===== config.mk =====
export PLATFORM = sky130hd
export DESIGN_NAME = replay_top
export DESIGN_NICKNAME = d
export VERILOG_FILES = /design/src/verilog/replay_pkg.sv /design/src/verilog/replay_hb_if.sv /design/src/verilog/replay_top.sv /design/src/verilog/happen_before_gate.sv /design/src/verilog/handshake_replayer.sv
export SDC_FILE = /design/constraint.sdc
export NUM_CORES = 1
export LEC_CHECK = 0
export ABC_AREA = 1
export CAP_MARGIN = 20
export CORE_ASPECT_RATIO = 2
export CORE_MARGIN = 5
export CORE_UTILIZATION = 55
export CTS_CLUSTER_SIZE = 24
export DETAILED_ROUTE_END_ITERATION = 6
export DONT_BUFFER_PORTS = 1
export GPL_TIMING_DRIVEN = 0
export HOLD_SLACK_MARGIN = 0.12
export PLACE_DENSITY_LB_ADDON = 0.3
export SLEW_MARGIN = 20
export SYNTH_ARGS = -nofsm -noshare
export SYNTH_HDL_FRONTEND = slang
export SYNTH_HIERARCHICAL = 1
export SYNTH_SLANG_ARGS = --single-unit
export TNS_END_PERCENT = 20

===== constraint.sdc =====
create_clock -name clk -period 3.35 [get_ports clk]
set_input_delay 0.335 -clock clk [delete_from_list [all_inputs] [get_ports clk]]
set_output_delay 0.335 -clock clk [all_outputs]
set_load 0.05 [all_outputs]

===== src/verilog/replay_pkg.sv =====
////////////////////
// shared constants and types for the replay side of the harness
// referenced by scoped name from the top level, replayers and gate
////////////////////

package replay_pkg;

  // logged channels whose loge events are counted
  localparam int LOGE_CHANNEL_CNT = 2;

  // records one replayer holds, output register plus skid
  localparam int REPLAYER_PIPE_DEPTH = 2;

  // max gap between runtime and replay counters
  // two extra stages of upstream buffering on top of the replayer
  localparam int ON_THE_FLY_CNT = REPLAYER_PIPE_DEPTH + 2;

  // twice the in-flight bound, plus one sign bit for the compare
  localparam int PKT_CNT_WIDTH = $clog2(2 * ON_THE_FLY_CNT) + 1;

  // one loge counter
  typedef logic [PKT_CNT_WIDTH-1:0] pkt_cnt_t;

  // one loge flag per logged channel
  typedef logic [LOGE_CHANNEL_CNT-1:0] loge_vec_t;

  // channel payloads
  typedef logic [15:0] chan_a_data_t;
  typedef logic [7:0] chan_b_data_t;

endpackage

===== src/verilog/replay_hb_if.sv =====
////////////////////
// link between one channel replayer and the happen-before gate
////////////////////

interface replay_hb_if #(
  parameter int LOGE_CNT  = 2,
  parameter int CNT_WIDTH = 4
) ();

  // gate side
  // record taken by this replayer this cycle
  logic insert;
  // runtime counters have caught up with this replayer
  logic ok_to_replay;

  // replayer side
  // registered, next state is not FULL
  logic in_ready;
  // replay counters plus loge flags of the output entry
  logic [LOGE_CNT-1:0][CNT_WIDTH-1:0] loge_cnt_next;

  modport replayer (
    input  insert,
    input  ok_to_replay,
    output in_ready,
    output loge_cnt_next
  );

  modport gate (
    output insert,
    output ok_to_replay,
    input  in_ready,
    input  loge_cnt_next
  );

endinterface


===== src/verilog/replay_top.sv =====
////////////////////
// replay subsystem top, two channel replayers behind one gate
////////////////////

module replay_top (
  input  logic                     clk,
  input  logic                     rstn,
  // packed replay record
  input  logic                     i_rec_valid,
  output logic                     o_rec_ready,
  input  logic                     i_logb_a_valid,
  input  replay_pkg::chan_a_data_t i_logb_a_data,
  input  logic                     i_logb_b_valid,
  input  replay_pkg::chan_b_data_t i_logb_b_data,
  input  replay_pkg::loge_vec_t    i_loge_valid,
  // runtime loge pulses
  input  replay_pkg::loge_vec_t    i_rt_loge_valid,
  // channel A output
  output logic                     o_a_valid,
  input  logic                     i_a_ready,
  output replay_pkg::chan_a_data_t o_a_data,
  // channel B output
  output logic                     o_b_valid,
  input  logic                     i_b_ready,
  output replay_pkg::chan_b_data_t o_b_data
);

  localparam int LOGE_CNT  = replay_pkg::LOGE_CHANNEL_CNT;
  localparam int CNT_WIDTH = $bits(replay_pkg::pkt_cnt_t);

  // one link per replayer
  replay_hb_if #(.LOGE_CNT(LOGE_CNT), .CNT_WIDTH(CNT_WIDTH)) hb_a ();
  replay_hb_if #(.LOGE_CNT(LOGE_CNT), .CNT_WIDTH(CNT_WIDTH)) hb_b ();

  // channel A, 16 bit payload
  handshake_replayer #(
    .T_DATA    (replay_pkg::chan_a_data_t),
    .LOGE_CNT  (LOGE_CNT),
    .CNT_WIDTH (CNT_WIDTH)
  ) u_rep_a (
    .clk          (clk),
    .rstn         (rstn),
    .i_logb_valid (i_logb_a_valid),
    .i_logb_data  (i_logb_a_data),
    .i_loge_valid (i_loge_valid),
    .hb           (hb_a.replayer),
    .o_valid      (o_a_valid),
    .i_ready      (i_a_ready),
    .o_data       (o_a_data)
  );

  // channel B, 8 bit payload
  handshake_replayer #(
    .T_DATA    (replay_pkg::chan_b_data_t),
    .LOGE_CNT  (LOGE_CNT),
    .CNT_WIDTH (CNT_WIDTH)
  ) u_rep_b (
    .clk          (clk),
    .rstn         (rstn),
    .i_logb_valid (i_logb_b_valid),
    .i_logb_data  (i_logb_b_data),
    .i_loge_valid (i_loge_valid),
    .hb           (hb_b.replayer),
    .o_valid      (o_b_valid),
    .i_ready      (i_b_ready),
    .o_data       (o_b_data)
  );

  // shared runtime counters and upstream ready
  happen_before_gate #(
    .LOGE_CNT  (LOGE_CNT),
    .CNT_WIDTH (CNT_WIDTH)
  ) u_gate (
    .clk             (clk),
    .rstn            (rstn),
    .i_rec_valid     (i_rec_valid),
    .o_rec_ready     (o_rec_ready),
    .i_rt_loge_valid (i_rt_loge_valid),
    .hb_a            (hb_a.gate),
    .hb_b            (hb_b.gate)
  );

endmodule


===== src/verilog/happen_before_gate.sv =====
////////////////////
// runtime loge counters shared by both replayers
// per-replayer release check and merged upstream ready
////////////////////

module happen_before_gate #(
  parameter int LOGE_CNT  = 2,
  parameter int CNT_WIDTH = 4
) (
  input  logic                  clk,
  input  logic                  rstn,
  // upstream record handshake
  input  logic                  i_rec_valid,
  output logic                  o_rec_ready,
  // runtime loge pulses, no back-pressure
  input  replay_pkg::loge_vec_t i_rt_loge_valid,
  // one link per replayer
  replay_hb_if.gate             hb_a,
  replay_hb_if.gate             hb_b
);

  logic [LOGE_CNT-1:0][CNT_WIDTH-1:0] rt_loge_cnt;
  logic                               insert;

  // true when runtime >= replay on every channel
  // rt + (-rep) in two's complement, sign bit clear means caught up
  function automatic logic caught_up(
    input logic [LOGE_CNT-1:0][CNT_WIDTH-1:0] rt,
    input logic [LOGE_CNT-1:0][CNT_WIDTH-1:0] rep
  );
    logic [CNT_WIDTH-1:0] diff;
    logic                 ok;
    ok = 1'b1;
    for (int i = 0; i < LOGE_CNT; i++) begin
      diff = rt[i] + (~rep[i] + CNT_WIDTH'(1));
      ok   = ok & ~diff[CNT_WIDTH-1];
    end
    return ok;
  endfunction

  ////////////////////
  // runtime counters
  ////////////////////
  // visible one cycle after the pulse
  always_ff @(posedge clk) begin
    if (!rstn) begin
      rt_loge_cnt <= '0;
    end else begin
      for (int i = 0; i < LOGE_CNT; i++) begin
        rt_loge_cnt[i] <= rt_loge_cnt[i] + CNT_WIDTH'(i_rt_loge_valid[i]);
      end
    end
  end

  ////////////////////
  // release check
  ////////////////////
  assign hb_a.ok_to_replay = caught_up(rt_loge_cnt, hb_a.loge_cnt_next);
  assign hb_b.ok_to_replay = caught_up(rt_loge_cnt, hb_b.loge_cnt_next);

  ////////////////////
  // upstream merge
  ////////////////////
  // a full replayer holds off both, records enter in lockstep
  assign o_rec_ready = hb_a.in_ready && hb_b.in_ready;
  assign insert      = i_rec_valid && o_rec_ready;

  assign hb_a.insert = insert;
  assign hb_b.insert = insert;

endmodule


===== src/verilog/handshake_replayer.sv =====
////////////////////
// one channel replayer, two-entry skid buffer with replay loge counters
// payload is released downstream once the gate reports ok_to_replay
////////////////////

module handshake_replayer #(
  parameter type T_DATA    = logic [7:0],
  parameter int  LOGE_CNT  = 2,
  parameter int  CNT_WIDTH = 4
) (
  input  logic                  clk,
  input  logic                  rstn,
  // replay record fields for this channel
  input  logic                  i_logb_valid,
  input  T_DATA                 i_logb_data,
  input  replay_pkg::loge_vec_t i_loge_valid,
  // link to the happen-before gate
  replay_hb_if.replayer         hb,
  // output channel
  output logic                  o_valid,
  input  logic                  i_ready,
  output T_DATA                 o_data
);

  ////////////////////
  // state machine
  ////////////////////
  // EMPTY -load-> BUSY -fill-> FULL
  // FULL -flush-> BUSY -unload-> EMPTY, BUSY -flow-> BUSY
  typedef enum logic [1:0] {
    EMPTY = 2'b00,
    BUSY  = 2'b01,
    FULL  = 2'b10
  } state_t;

  state_t state;
  state_t state_next;

  // skid entry
  logic                  r_logb_valid;
  T_DATA                 r_logb_data;
  replay_pkg::loge_vec_t r_loge_valid;
  // output entry
  logic                  out_logb_valid;
  T_DATA                 out_logb_data;
  replay_pkg::loge_vec_t out_loge_valid;

  logic in_ready_q;
  logic remove_logb_done;
  logic remove_loge_done;
  logic remove_replay;

  // payload handed off downstream
  assign remove_logb_done = o_valid && i_ready;
  // loge-only entry, gone in one cycle
  assign remove_loge_done = (state != EMPTY) && !out_logb_valid;
  assign remove_replay    = remove_logb_done || remove_loge_done;

  always_ff @(posedge clk) begin
    if (!rstn) begin
      state <= EMPTY;
    end else begin
      state <= state_next;
    end
  end

  always_comb begin
    case (state)
      EMPTY: begin
        // load
        state_next = hb.insert ? BUSY : EMPTY;
      end
      BUSY: begin
        if (hb.insert && !remove_replay) begin
          // fill
          state_next = FULL;
        end else if (!hb.insert && remove_replay) begin
          // unload
          state_next = EMPTY;
        end else begin
          // flow or idle
          state_next = BUSY;
        end
      end
      FULL: begin
        // flush, no insert possible here since in_ready is low
        state_next = remove_replay ? BUSY : FULL;
      end
      default: begin
        state_next = EMPTY;
      end
    endcase
  end

  ////////////////////
  // skid and output registers
  ////////////////////
  // flags reset, payload does not
  always_ff @(posedge clk) begin
    if (!rstn) begin
      r_logb_valid <= 1'b0;
      r_loge_valid <= '0;
    end else if ((state == BUSY) && (state_next == FULL)) begin
      r_logb_valid <= i_logb_valid;
      r_loge_valid <= i_loge_valid;
    end
  end

  always_ff @(posedge clk) begin
    if ((state == BUSY) && (state_next == FULL)) begin
      r_logb_data <= i_logb_data;
    end
  end

  always_ff @(posedge clk) begin
    if (!rstn) begin
      out_logb_valid <= 1'b0;
      out_loge_valid <= '0;
    end else if (state_next == BUSY) begin
      if (state == FULL) begin
        // flush from skid
        out_logb_valid <= r_logb_valid;
        out_loge_valid <= r_loge_valid;
      end else if (hb.insert) begin
        // load or flow straight from the bus
        out_logb_valid <= i_logb_valid;
        out_loge_valid <= i_loge_valid;
      end
    end
  end

  always_ff @(posedge clk) begin
    if (state_next == BUSY) begin
      if (state == FULL) begin
        out_logb_data <= r_logb_data;
      end else if (hb.insert) begin
        out_logb_data <= i_logb_data;
      end
    end
  end

  ////////////////////
  // replay loge counters
  ////////////////////
  logic [LOGE_CNT-1:0][CNT_WIDTH-1:0] loge_cnt;

  // own record's loge counts toward its happen-before point
  always_comb begin
    for (int i = 0; i < LOGE_CNT; i++) begin
      hb.loge_cnt_next[i] = loge_cnt[i] + CNT_WIDTH'(out_loge_valid[i]);
    end
  end

  // advance on unload, flow and flush
  always_ff @(posedge clk) begin
    if (!rstn) begin
      loge_cnt <= '0;
    end else if (remove_replay) begin
      loge_cnt <= hb.loge_cnt_next;
    end
  end

  ////////////////////
  // handshakes
  ////////////////////
  always_ff @(posedge clk) begin
    if (!rstn) begin
      in_ready_q <= 1'b0;
    end else begin
      in_ready_q <= (state_next != FULL);
    end
  end

  assign hb.in_ready = in_ready_q;

  // held until the gate releases it
  assign o_valid = (state != EMPTY) && out_logb_valid && hb.ok_to_replay;
  assign o_data  = out_logb_data;

endmodule


==> results.py, run 1 <==
metrics = {
    "cells_and_area": {
        "fin_nets": 621,
        "nFillCells": 492,
        "antenna_cells": 0,
        "fin_area_um2": 5610,
        "areaGrowthSynthToFinish_pct": 27.5,
        "multiInputGateArea_um2": 2040,
        "drive_gt1_share_pct": 23.6,
        "fin_cells": 665,
        "final-seq-area_um2": 2290,
    },
    "yosys": {
        "synth_fp_nets": 564,
        "yosysWarnings": 6,
        "synth_top_area_share_pct": 32.7,
        "yosysMostFrequentCell": "nand2_1",
        "async_flop_share_pct": 0,
        "synth.avg_cell_area_um2": 8.68,
        "ys_seq_elements": 90,
        "seq_area_frac_synth_pct": 51.8,
        "yosysTopAreaCell": "edfxtp_1",
        "ys_top_cells_by_count": "nand2_1, inv_1, nor2_1",
        "syn_area_um2": 4400,
        "synth_cells": 507,
        "synth_edf_count": 48,
        "synth_area_leaders": "edfxtp_1, dfxtp_1, nand2_1, ha_1, inv_1",
        "synth-main-ff-cell": "edfxtp_1",
        "ys_types": 29,
    },
    "cts": {
        "cts_tree": "built",
        "clk_path_buf_depth": 2,
        "clock_latency_ns": 0.34,
        "h-tree-depth": 3,
        "cts-root-buf": "clkbuf_16",
        "tritoncts.num_buffers": 9,
        "path_clk_slew_ns": 0.06,
        "clock-sinks": 90,
    },
    "critical_path": {
        "crit_type": "flip-flop to flip-flop",
        "reg2reg_slack_ns": 0.11,
        "crit_family": "simple AND/OR/NAND/NOR gates",
        "cp_slowest_stage_delay_ns": 0.33,
        "worstPathArrival_ns": 3.30,
        "critPathSlowestCell": "dfxtp_1",
        "critPathBufInv": 6,
        "critPathMaxFanout": 8,
        "worstPathCellList": "ha_2 > ha_4 > xor2_2 > inv_1 > ha_4 > a21oi_2 > nand3_1 > nand2_1 > nand2_2 > inv_2 > nand2_4 > nand2_4 > inv_4 > nor2_4 > inv_2 > ha_4 > nand3_4 > nand2_4 > nor2_8 > nand3_4 > clkinvlp_4 > bufbuf_16",
        "required_ns": 3.41,
        "startpoint_type": "flip-flop",
        "end_kind": "flip-flop",
    },
    "flow_run": {
        "drv_cap": 0,
    },
    "sta": {
        "min_period_ns": 3.24,
        "fin_crit_sh_pct": 96.8,
        "worst_slew_pin_slew_ns": 0.968,
        "drv_slew": 0,
        "relSlewSlack_pct": 35.2,
        "setup_viol": 0,
        "fin_skew_ns": 0.00892,
        "hold_viol": 0,
        "rsz0062_at_grt": "yes",
        "setup_tns_ns": 0,
        "fmax_mhz": 309,
    },
    "grt": {
        "grtUsageTotal_pct": 22.8,
        "antenna_found_initial": 0,
        "grt.overflow.total": 0,
        "grt_pass1_wl_mm": 17.1,
        "grt_pass1_vias": 3697,
        "grtUsageMet3_pct": 5.96,
        "met2_usage_pct": 41.3,
        "grt_start_max_net_pins": 16,
        "grt.busiest_layer": "met2",
        "grtUsageMet1_pct": 22.4,
    },
    "placement": {
        "portBuffers": 0,
        "placed_cells": 603,
        "place.gp.congestion": 0.846,
        "dpl.hpwl_mm": 6.64,
        "place_area_um2": 4530,
    },
    "route": {
        "drc": 0,
        "first_pass_iters": 5,
        "ant_nets": 0,
        "wirelength_mm": 11.2,
        "avgRoutedWirePerCell_um": 16.8,
        "vias_per_cell": 5.41,
        "vias": 3599,
        "drt-initial-drc-count": 327,
    },
    "pwr": {
        "ir_worst_vdd_uv": 314,
        "pwr-share-comb_pct": 13.5,
        "p_leak_nw": 2.46,
        "seq_power_share_pct": 47.7,
        "power.switching_w": 0.000658,
        "switching_share_pct": 25.5,
        "p_int_w": 0.00192,
        "powerDensity_nw_per_um2": 459,
        "clock_power_share_pct": 38.8,
    },
    "die": {
        "die_w_um": 73.3,
        "num_rows": 46,
        "die_h_um": 137,
        "initial_core_util_pct": 55.8,
        "ios": 62,
        "core_um2": 7890,
        "dieArea_um2": 10000,
    },
    "run_status": {
        "status": "completed",
    },
    "min_path": {
        "hold_class": "input pin to flip-flop",
    },
}
## metal layers
| metal | up-vias | share of wire [%] |
|---|---|---|
| li1 | 1713 | - |
| met5 | - | 0 |
| met3 | 45 | 6.0 |
| met2 | 163 | 55 |
| met4 | 0 | 4.5 |
| met1 | 1678 | 34 |
## cells in the final DEF (no fill, tap or decap), types with 5 or more instances in the layout
| cell type | netlist | final |
|---|---|---|
| a21oi_1 | 13 | 10 |
| buf_12 | 0 | 5 |
| inv_2 | 8 | 15 |
| dfxtp_1 | 42 | 35 |
| o21ai_0 | 20 | 20 |
| nand2_1 | 145 | 136 |
| clkinv_1 | 4 | 5 |
| nor2_4 | 4 | 5 |
| ha_1 | 22 | 9 |
| clkbuf_16 | 0 | 9 |
| buf_2 | 5 | 5 |
| nand4_1 | 6 | 6 |
| inv_1 | 70 | 60 |
| nor2_1 | 55 | 53 |
| nand2_2 | 15 | 19 |
| dlygate4sd3_1 | 0 | 25 |
| edfxtp_1 | 48 | 48 |
| nand3_1 | 19 | 17 |
| buf_4 | 1 | 15 |
| ha_4 | 0 | 11 |
| dfxtp_2 | 0 | 7 |
| nand2_4 | 3 | 8 |
## metrics by stage
stage / setup slack, ns / power [W] / hold WS [ns] / utilization (%)
floorplan: 0.00837 / 0.00143 / 0.428 / -
global placement: -0.408 / 0.00147 / 0.434 / 57.4
detailed placement: -0.507 / 0.00148 / 0.434 / 57.4
CTS: 0.00256 / 0.00252 / 0.121 / 68.2
global route: -0.0842 / 0.00269 / 0.132 / 71.2
finish: 0.109 / 0.00258 / 0.127 / 71.2
## final timing paths
kind / startpoint / to / cells after the start
max reg2reg: u_rep_a/loge_cnt[4]$_SDFFE_PN0P_ / u_rep_a/r_logb_data[10]$_DFFE_PP_ / 22
min reg2reg: u_rep_b/out_loge_valid[0]$_SDFFE_PN0P_ / u_rep_b/out_loge_valid[0]$_SDFFE_PN0P_ / 2
max: u_rep_a/loge_cnt[4]$_SDFFE_PN0P_ / u_rep_a/r_logb_data[10]$_DFFE_PP_ / 22
min: rstn / u_rep_b/loge_cnt[4]$_SDFFE_PN0P_ / 2
## state kept, by name, indices dropped and copies added (netlist names)
name                    cells
u_rep_b/hb.in_ready         1
u_rep_b/r_logb_data         8
u_rep_b/r_logb_valid        1
u_rep_a/r_logb_data        16
u_rep_a/r_logb_valid        1
u_rep_b/out_loge_valid      2
u_rep_a/o_data             16
u_rep_b/loge_cnt            8
u_gate/rt_loge_cnt          8
u_rep_b/r_loge_valid        2
u_rep_b/out_logb_valid      1
u_rep_a/state               2
u_rep_a/loge_cnt            8
u_rep_a/out_logb_valid      1
u_rep_a/out_loge_valid      2
u_rep_a/hb.in_ready         1
u_rep_b/state               2
u_rep_a/r_loge_valid        2
u_rep_b/o_data              8
## cell type report
class,count,share of cell area [%]
Multi-Input combinational cell,326,36.3
Clock inverter,5,1.00
Clock buffer,11,4.15
Timing Repair Buffer,46,8.90
Inverter,82,5.66
Buffer,9,0.981
Tap cell,96,2.14
Sequential cell,90,40.8
## cells by family (layout without fill, tap and decap cells)
logic type	count (synthesis)	after routing	share of synthesized area (%)
AO/OA/AOI/OAI	42	42	5.88
XOR/XNOR	8	8	1.59
adder cells (fa/ha/maj)	22	22	6.25
buffers and inverters	91	153	8.24
flip-flops	90	90	51.8
AND/OR/NAND/NOR	254	254	26.2
## power groups by stage
stage	Clock, W	Combinational, W	Sequential [W]
after floorplan	0	0.000189	0.00124
after global placement	0	0.000226	0.00124
after detailed placement	0	0.000236	0.00125
after CTS	0.000998	0.000297	0.00122
after global routing	0.00107	0.000386	0.00123
final	0.00100	0.000347	0.00123
## timing repair
action,in CTS,in global routing
buffers inserted,14,6
pin swaps,13,12
gates resized for setup,32,33
setup endpoints to repair,64,61
hold buffers,25,0
endpoints found under the hold margin,30,0
cloned,1,0
Note: power is estimated with default switching activity, not from simulation.
==> inputs of run 2 (changes only) <==
--- a/config.mk
+++ b/config.mk
@@ -5,7 +5,6 @@
 export SDC_FILE = /design/constraint.sdc
 export NUM_CORES = 1
 export LEC_CHECK = 0
-export ABC_AREA = 1
 export CAP_MARGIN = 20
 export CORE_ASPECT_RATIO = 2
 export CORE_MARGIN = 5
==> results.py, run 2 <==
metrics = {
    "placement": {
        "portBuffers": 0,
        "place_area_um2": 4240,
        "placed_cells": 422,
        "place.gp.congestion": 0.772,
        "dpl.hpwl_mm": 5.38,
    },
    "critical_path": {
        "crit_top_cell": "inv_2",
        "critPathMaxFanout": 8,
        "worstPathArrival_ns": 3.27,
        "crit_type": "flip-flop to flip-flop",
        "critPathSlowestCell": "dfxtp_1",
        "critPathBufInv": 4,
        "crit_family": "adder cells",
        "startpoint_type": "flip-flop",
        "cp_slowest_stage_delay_ns": 0.32,
        "required_ns": 3.38,
        "end_kind": "flip-flop",
        "worstPathCellList": "ha_1 > ha_1 > xor2_1 > inv_2 > ha_4 > a21oi_2 > o21ai_1 > xnor2_1 > nor2_2 > a21boi_2 > buf_4 > nor2_4 > inv_2 > ha_4 > nand2b_4 > a21oi_4 > nor2_1 > inv_2",
    },
    "yosys": {
        "ys_types": 35,
        "ys_seq_elements": 90,
        "synth_cells": 330,
        "synth_top_area_share_pct": 35.0,
        "seq_area_frac_synth_pct": 55.4,
        "yosysWarnings": 6,
        "yosysMostFrequentCell": "edfxtp_1",
        "async_flop_share_pct": 0,
        "synth-main-ff-cell": "edfxtp_1",
        "synth_edf_count": 48,
        "synth_area_leaders": "edfxtp_1, dfxtp_1, ha_1, mux2_2, xor2_1",
        "syn_area_um2": 4120,
        "ys_top_cells_by_count": "edfxtp_1, dfxtp_1, mux2_2",
        "yosysTopAreaCell": "edfxtp_1",
        "synth_fp_nets": 387,
        "synth.avg_cell_area_um2": 12.5,
    },
    "min_path": {
        "hold_class": "input pin to flip-flop",
    },
    "cells_and_area": {
        "fin_nets": 442,
        "fin_area_um2": 5180,
        "areaGrowthSynthToFinish_pct": 25.6,
        "layout_common_cells": "edfxtp_1, dfxtp_1, dlygate4sd3_1",
        "layout.cells.most_common": "edfxtp_1",
        "antenna_cells": 0,
        "fin_cells": 482,
        "final-seq-area_um2": 2290,
        "drive_gt1_share_pct": 26.7,
        "multiInputGateArea_um2": 1920,
        "nFillCells": 470,
    },
    "sta": {
        "fmax_mhz": 309,
        "drv_slew": 0,
        "timing.hold.ws_ns": 0.131,
        "setup_viol": 0,
        "min_period_ns": 3.24,
        "fin_crit_sh_pct": 96.7,
        "hold_viol": 0,
        "fin_skew_ns": 0.00848,
        "worst_slew_pin_slew_ns": 0.897,
        "setup_tns_ns": 0,
        "relSlewSlack_pct": 40.0,
    },
    "pwr": {
        "switching_share_pct": 22.0,
        "seq_power_share_pct": 49.6,
        "p_int_w": 0.00194,
        "p_leak_nw": 2.01,
        "clock_power_share_pct": 42.7,
        "power.switching_w": 0.000547,
        "ir_worst_vdd_uv": 359,
        "powerDensity_nw_per_um2": 481,
        "pwr-share-comb_pct": 7.6,
    },
    "cts": {
        "clock_latency_ns": 0.34,
        "path_clk_slew_ns": 0.06,
        "tritoncts.num_buffers": 9,
        "clock-sinks": 90,
        "cts_tree": "built",
        "cts-root-buf": "clkbuf_16",
        "clk_path_buf_depth": 2,
        "h-tree-depth": 3,
    },
    "route": {
        "drc": 0,
        "ant_nets": 0,
        "vias": 2692,
        "drt-initial-drc-count": 226,
        "avgRoutedWirePerCell_um": 19.1,
        "vias_per_cell": 5.59,
        "wirelength_mm": 9.22,
        "first_pass_iters": 4,
    },
    "grt": {
        "grt_start_max_net_pins": 19,
        "grtUsageTotal_pct": 19.7,
        "grt.overflow.total": 0,
        "grt_pass1_vias": 2873,
        "antenna_found_initial": 0,
        "grt_pass1_wl_mm": 14.3,
    },
    "flow_run": {
        "drv_cap": 0,
    },
    "die": {
        "num_rows": 44,
        "die_w_um": 71.2,
        "ios": 62,
        "die_h_um": 132,
        "dieArea_um2": 9430,
        "initial_core_util_pct": 56.7,
        "core_um2": 7270,
    },
    "run_status": {
        "status": "completed",
    },
}
==> run 2: cells by family (layout without fill, tap and decap cells) <==
group	after synthesis	after routing	synth area share, %
compound gates	44	44	6.89
xor+xnor	28	28	5.95
fa+ha+maj	22	22	6.68
buf+inv	22	81	2.67
flops	90	90	55.4
mux	38	38	9.95
simple gates	86	87	12.5
==> run 2: power by group through the flow <==
| stage | sequential (W) | combinational (W) | clock (W) |
|---|---|---|---|
| floorplan | 0.00125 | 0.0000955 | 0 |
| global placement | 0.00126 | 0.000113 | 0 |
| detailed placement | 0.00126 | 0.000117 | 0 |
| CTS | 0.00123 | 0.000168 | 0.00108 |
| global route | 0.00124 | 0.000206 | 0.00113 |
| finish | 0.00124 | 0.000190 | 0.00106 |
==> run 2: what timing repair did <==
item                                    in CTS  in global routing
gates resized for setup                     19                 24
hold buffers                                25                  0
endpoints found under the setup margin      63                 63
buffers inserted                            12                  5
cloned                                       1                  1
pin swaps                                   10                 11
endpoints found under the hold margin       31                  0
==> run 2: metal layers <==
metal  share of wire (%)  GRT usage (%)
met5                   0              0
met4                 2.9           8.47
met3                 5.0           5.69
met2                  55           35.2
met1                  37           20.8
==> run 2: final timing paths <==
kind                                          start  cells past startpoint                          endpoint  slack, ns
max          u_rep_b/out_loge_valid[1]$_SDFFE_PN0P_                     18       u_rep_b/o_data[3]$_DFFE_PP_       0.11
min                                            rstn                      1  u_gate/rt_loge_cnt[3]$_SDFF_PN0_       0.13
max reg2reg  u_rep_b/out_loge_valid[1]$_SDFFE_PN0P_                     18       u_rep_b/o_data[3]$_DFFE_PP_       0.11
min reg2reg        u_rep_a/loge_cnt[0]$_SDFFE_PN0P_                      2  u_rep_a/loge_cnt[0]$_SDFFE_PN0P_       0.49
==> run 2: layout make-up <==
cell class                 count  area share, %
inverter                      12           1.14
multi-input combinational    219           37.0
buffer                        10           1.43
clock buffer                  12           4.57
tap                           92           2.22
timing repair inverter         1          0.338
timing repair buffer          42           7.68
clock inverter                 4           1.50
sequential                    90           44.1
==> run 2: metrics by stage <==
stage / setup slack [ns] / power (W) / utilization (%)
2_1_floorplan: -0.0142 / 0.00135 / -
3_3_place_gp: -0.502 / 0.00137 / 58.4
3_5_place_dp: -0.552 / 0.00138 / 58.4
4_1_cts: 0.00737 / 0.00248 / 69.0
5_1_grt: -0.0354 / 0.00257 / 71.3
6_report: 0.112 / 0.00249 / 71.3
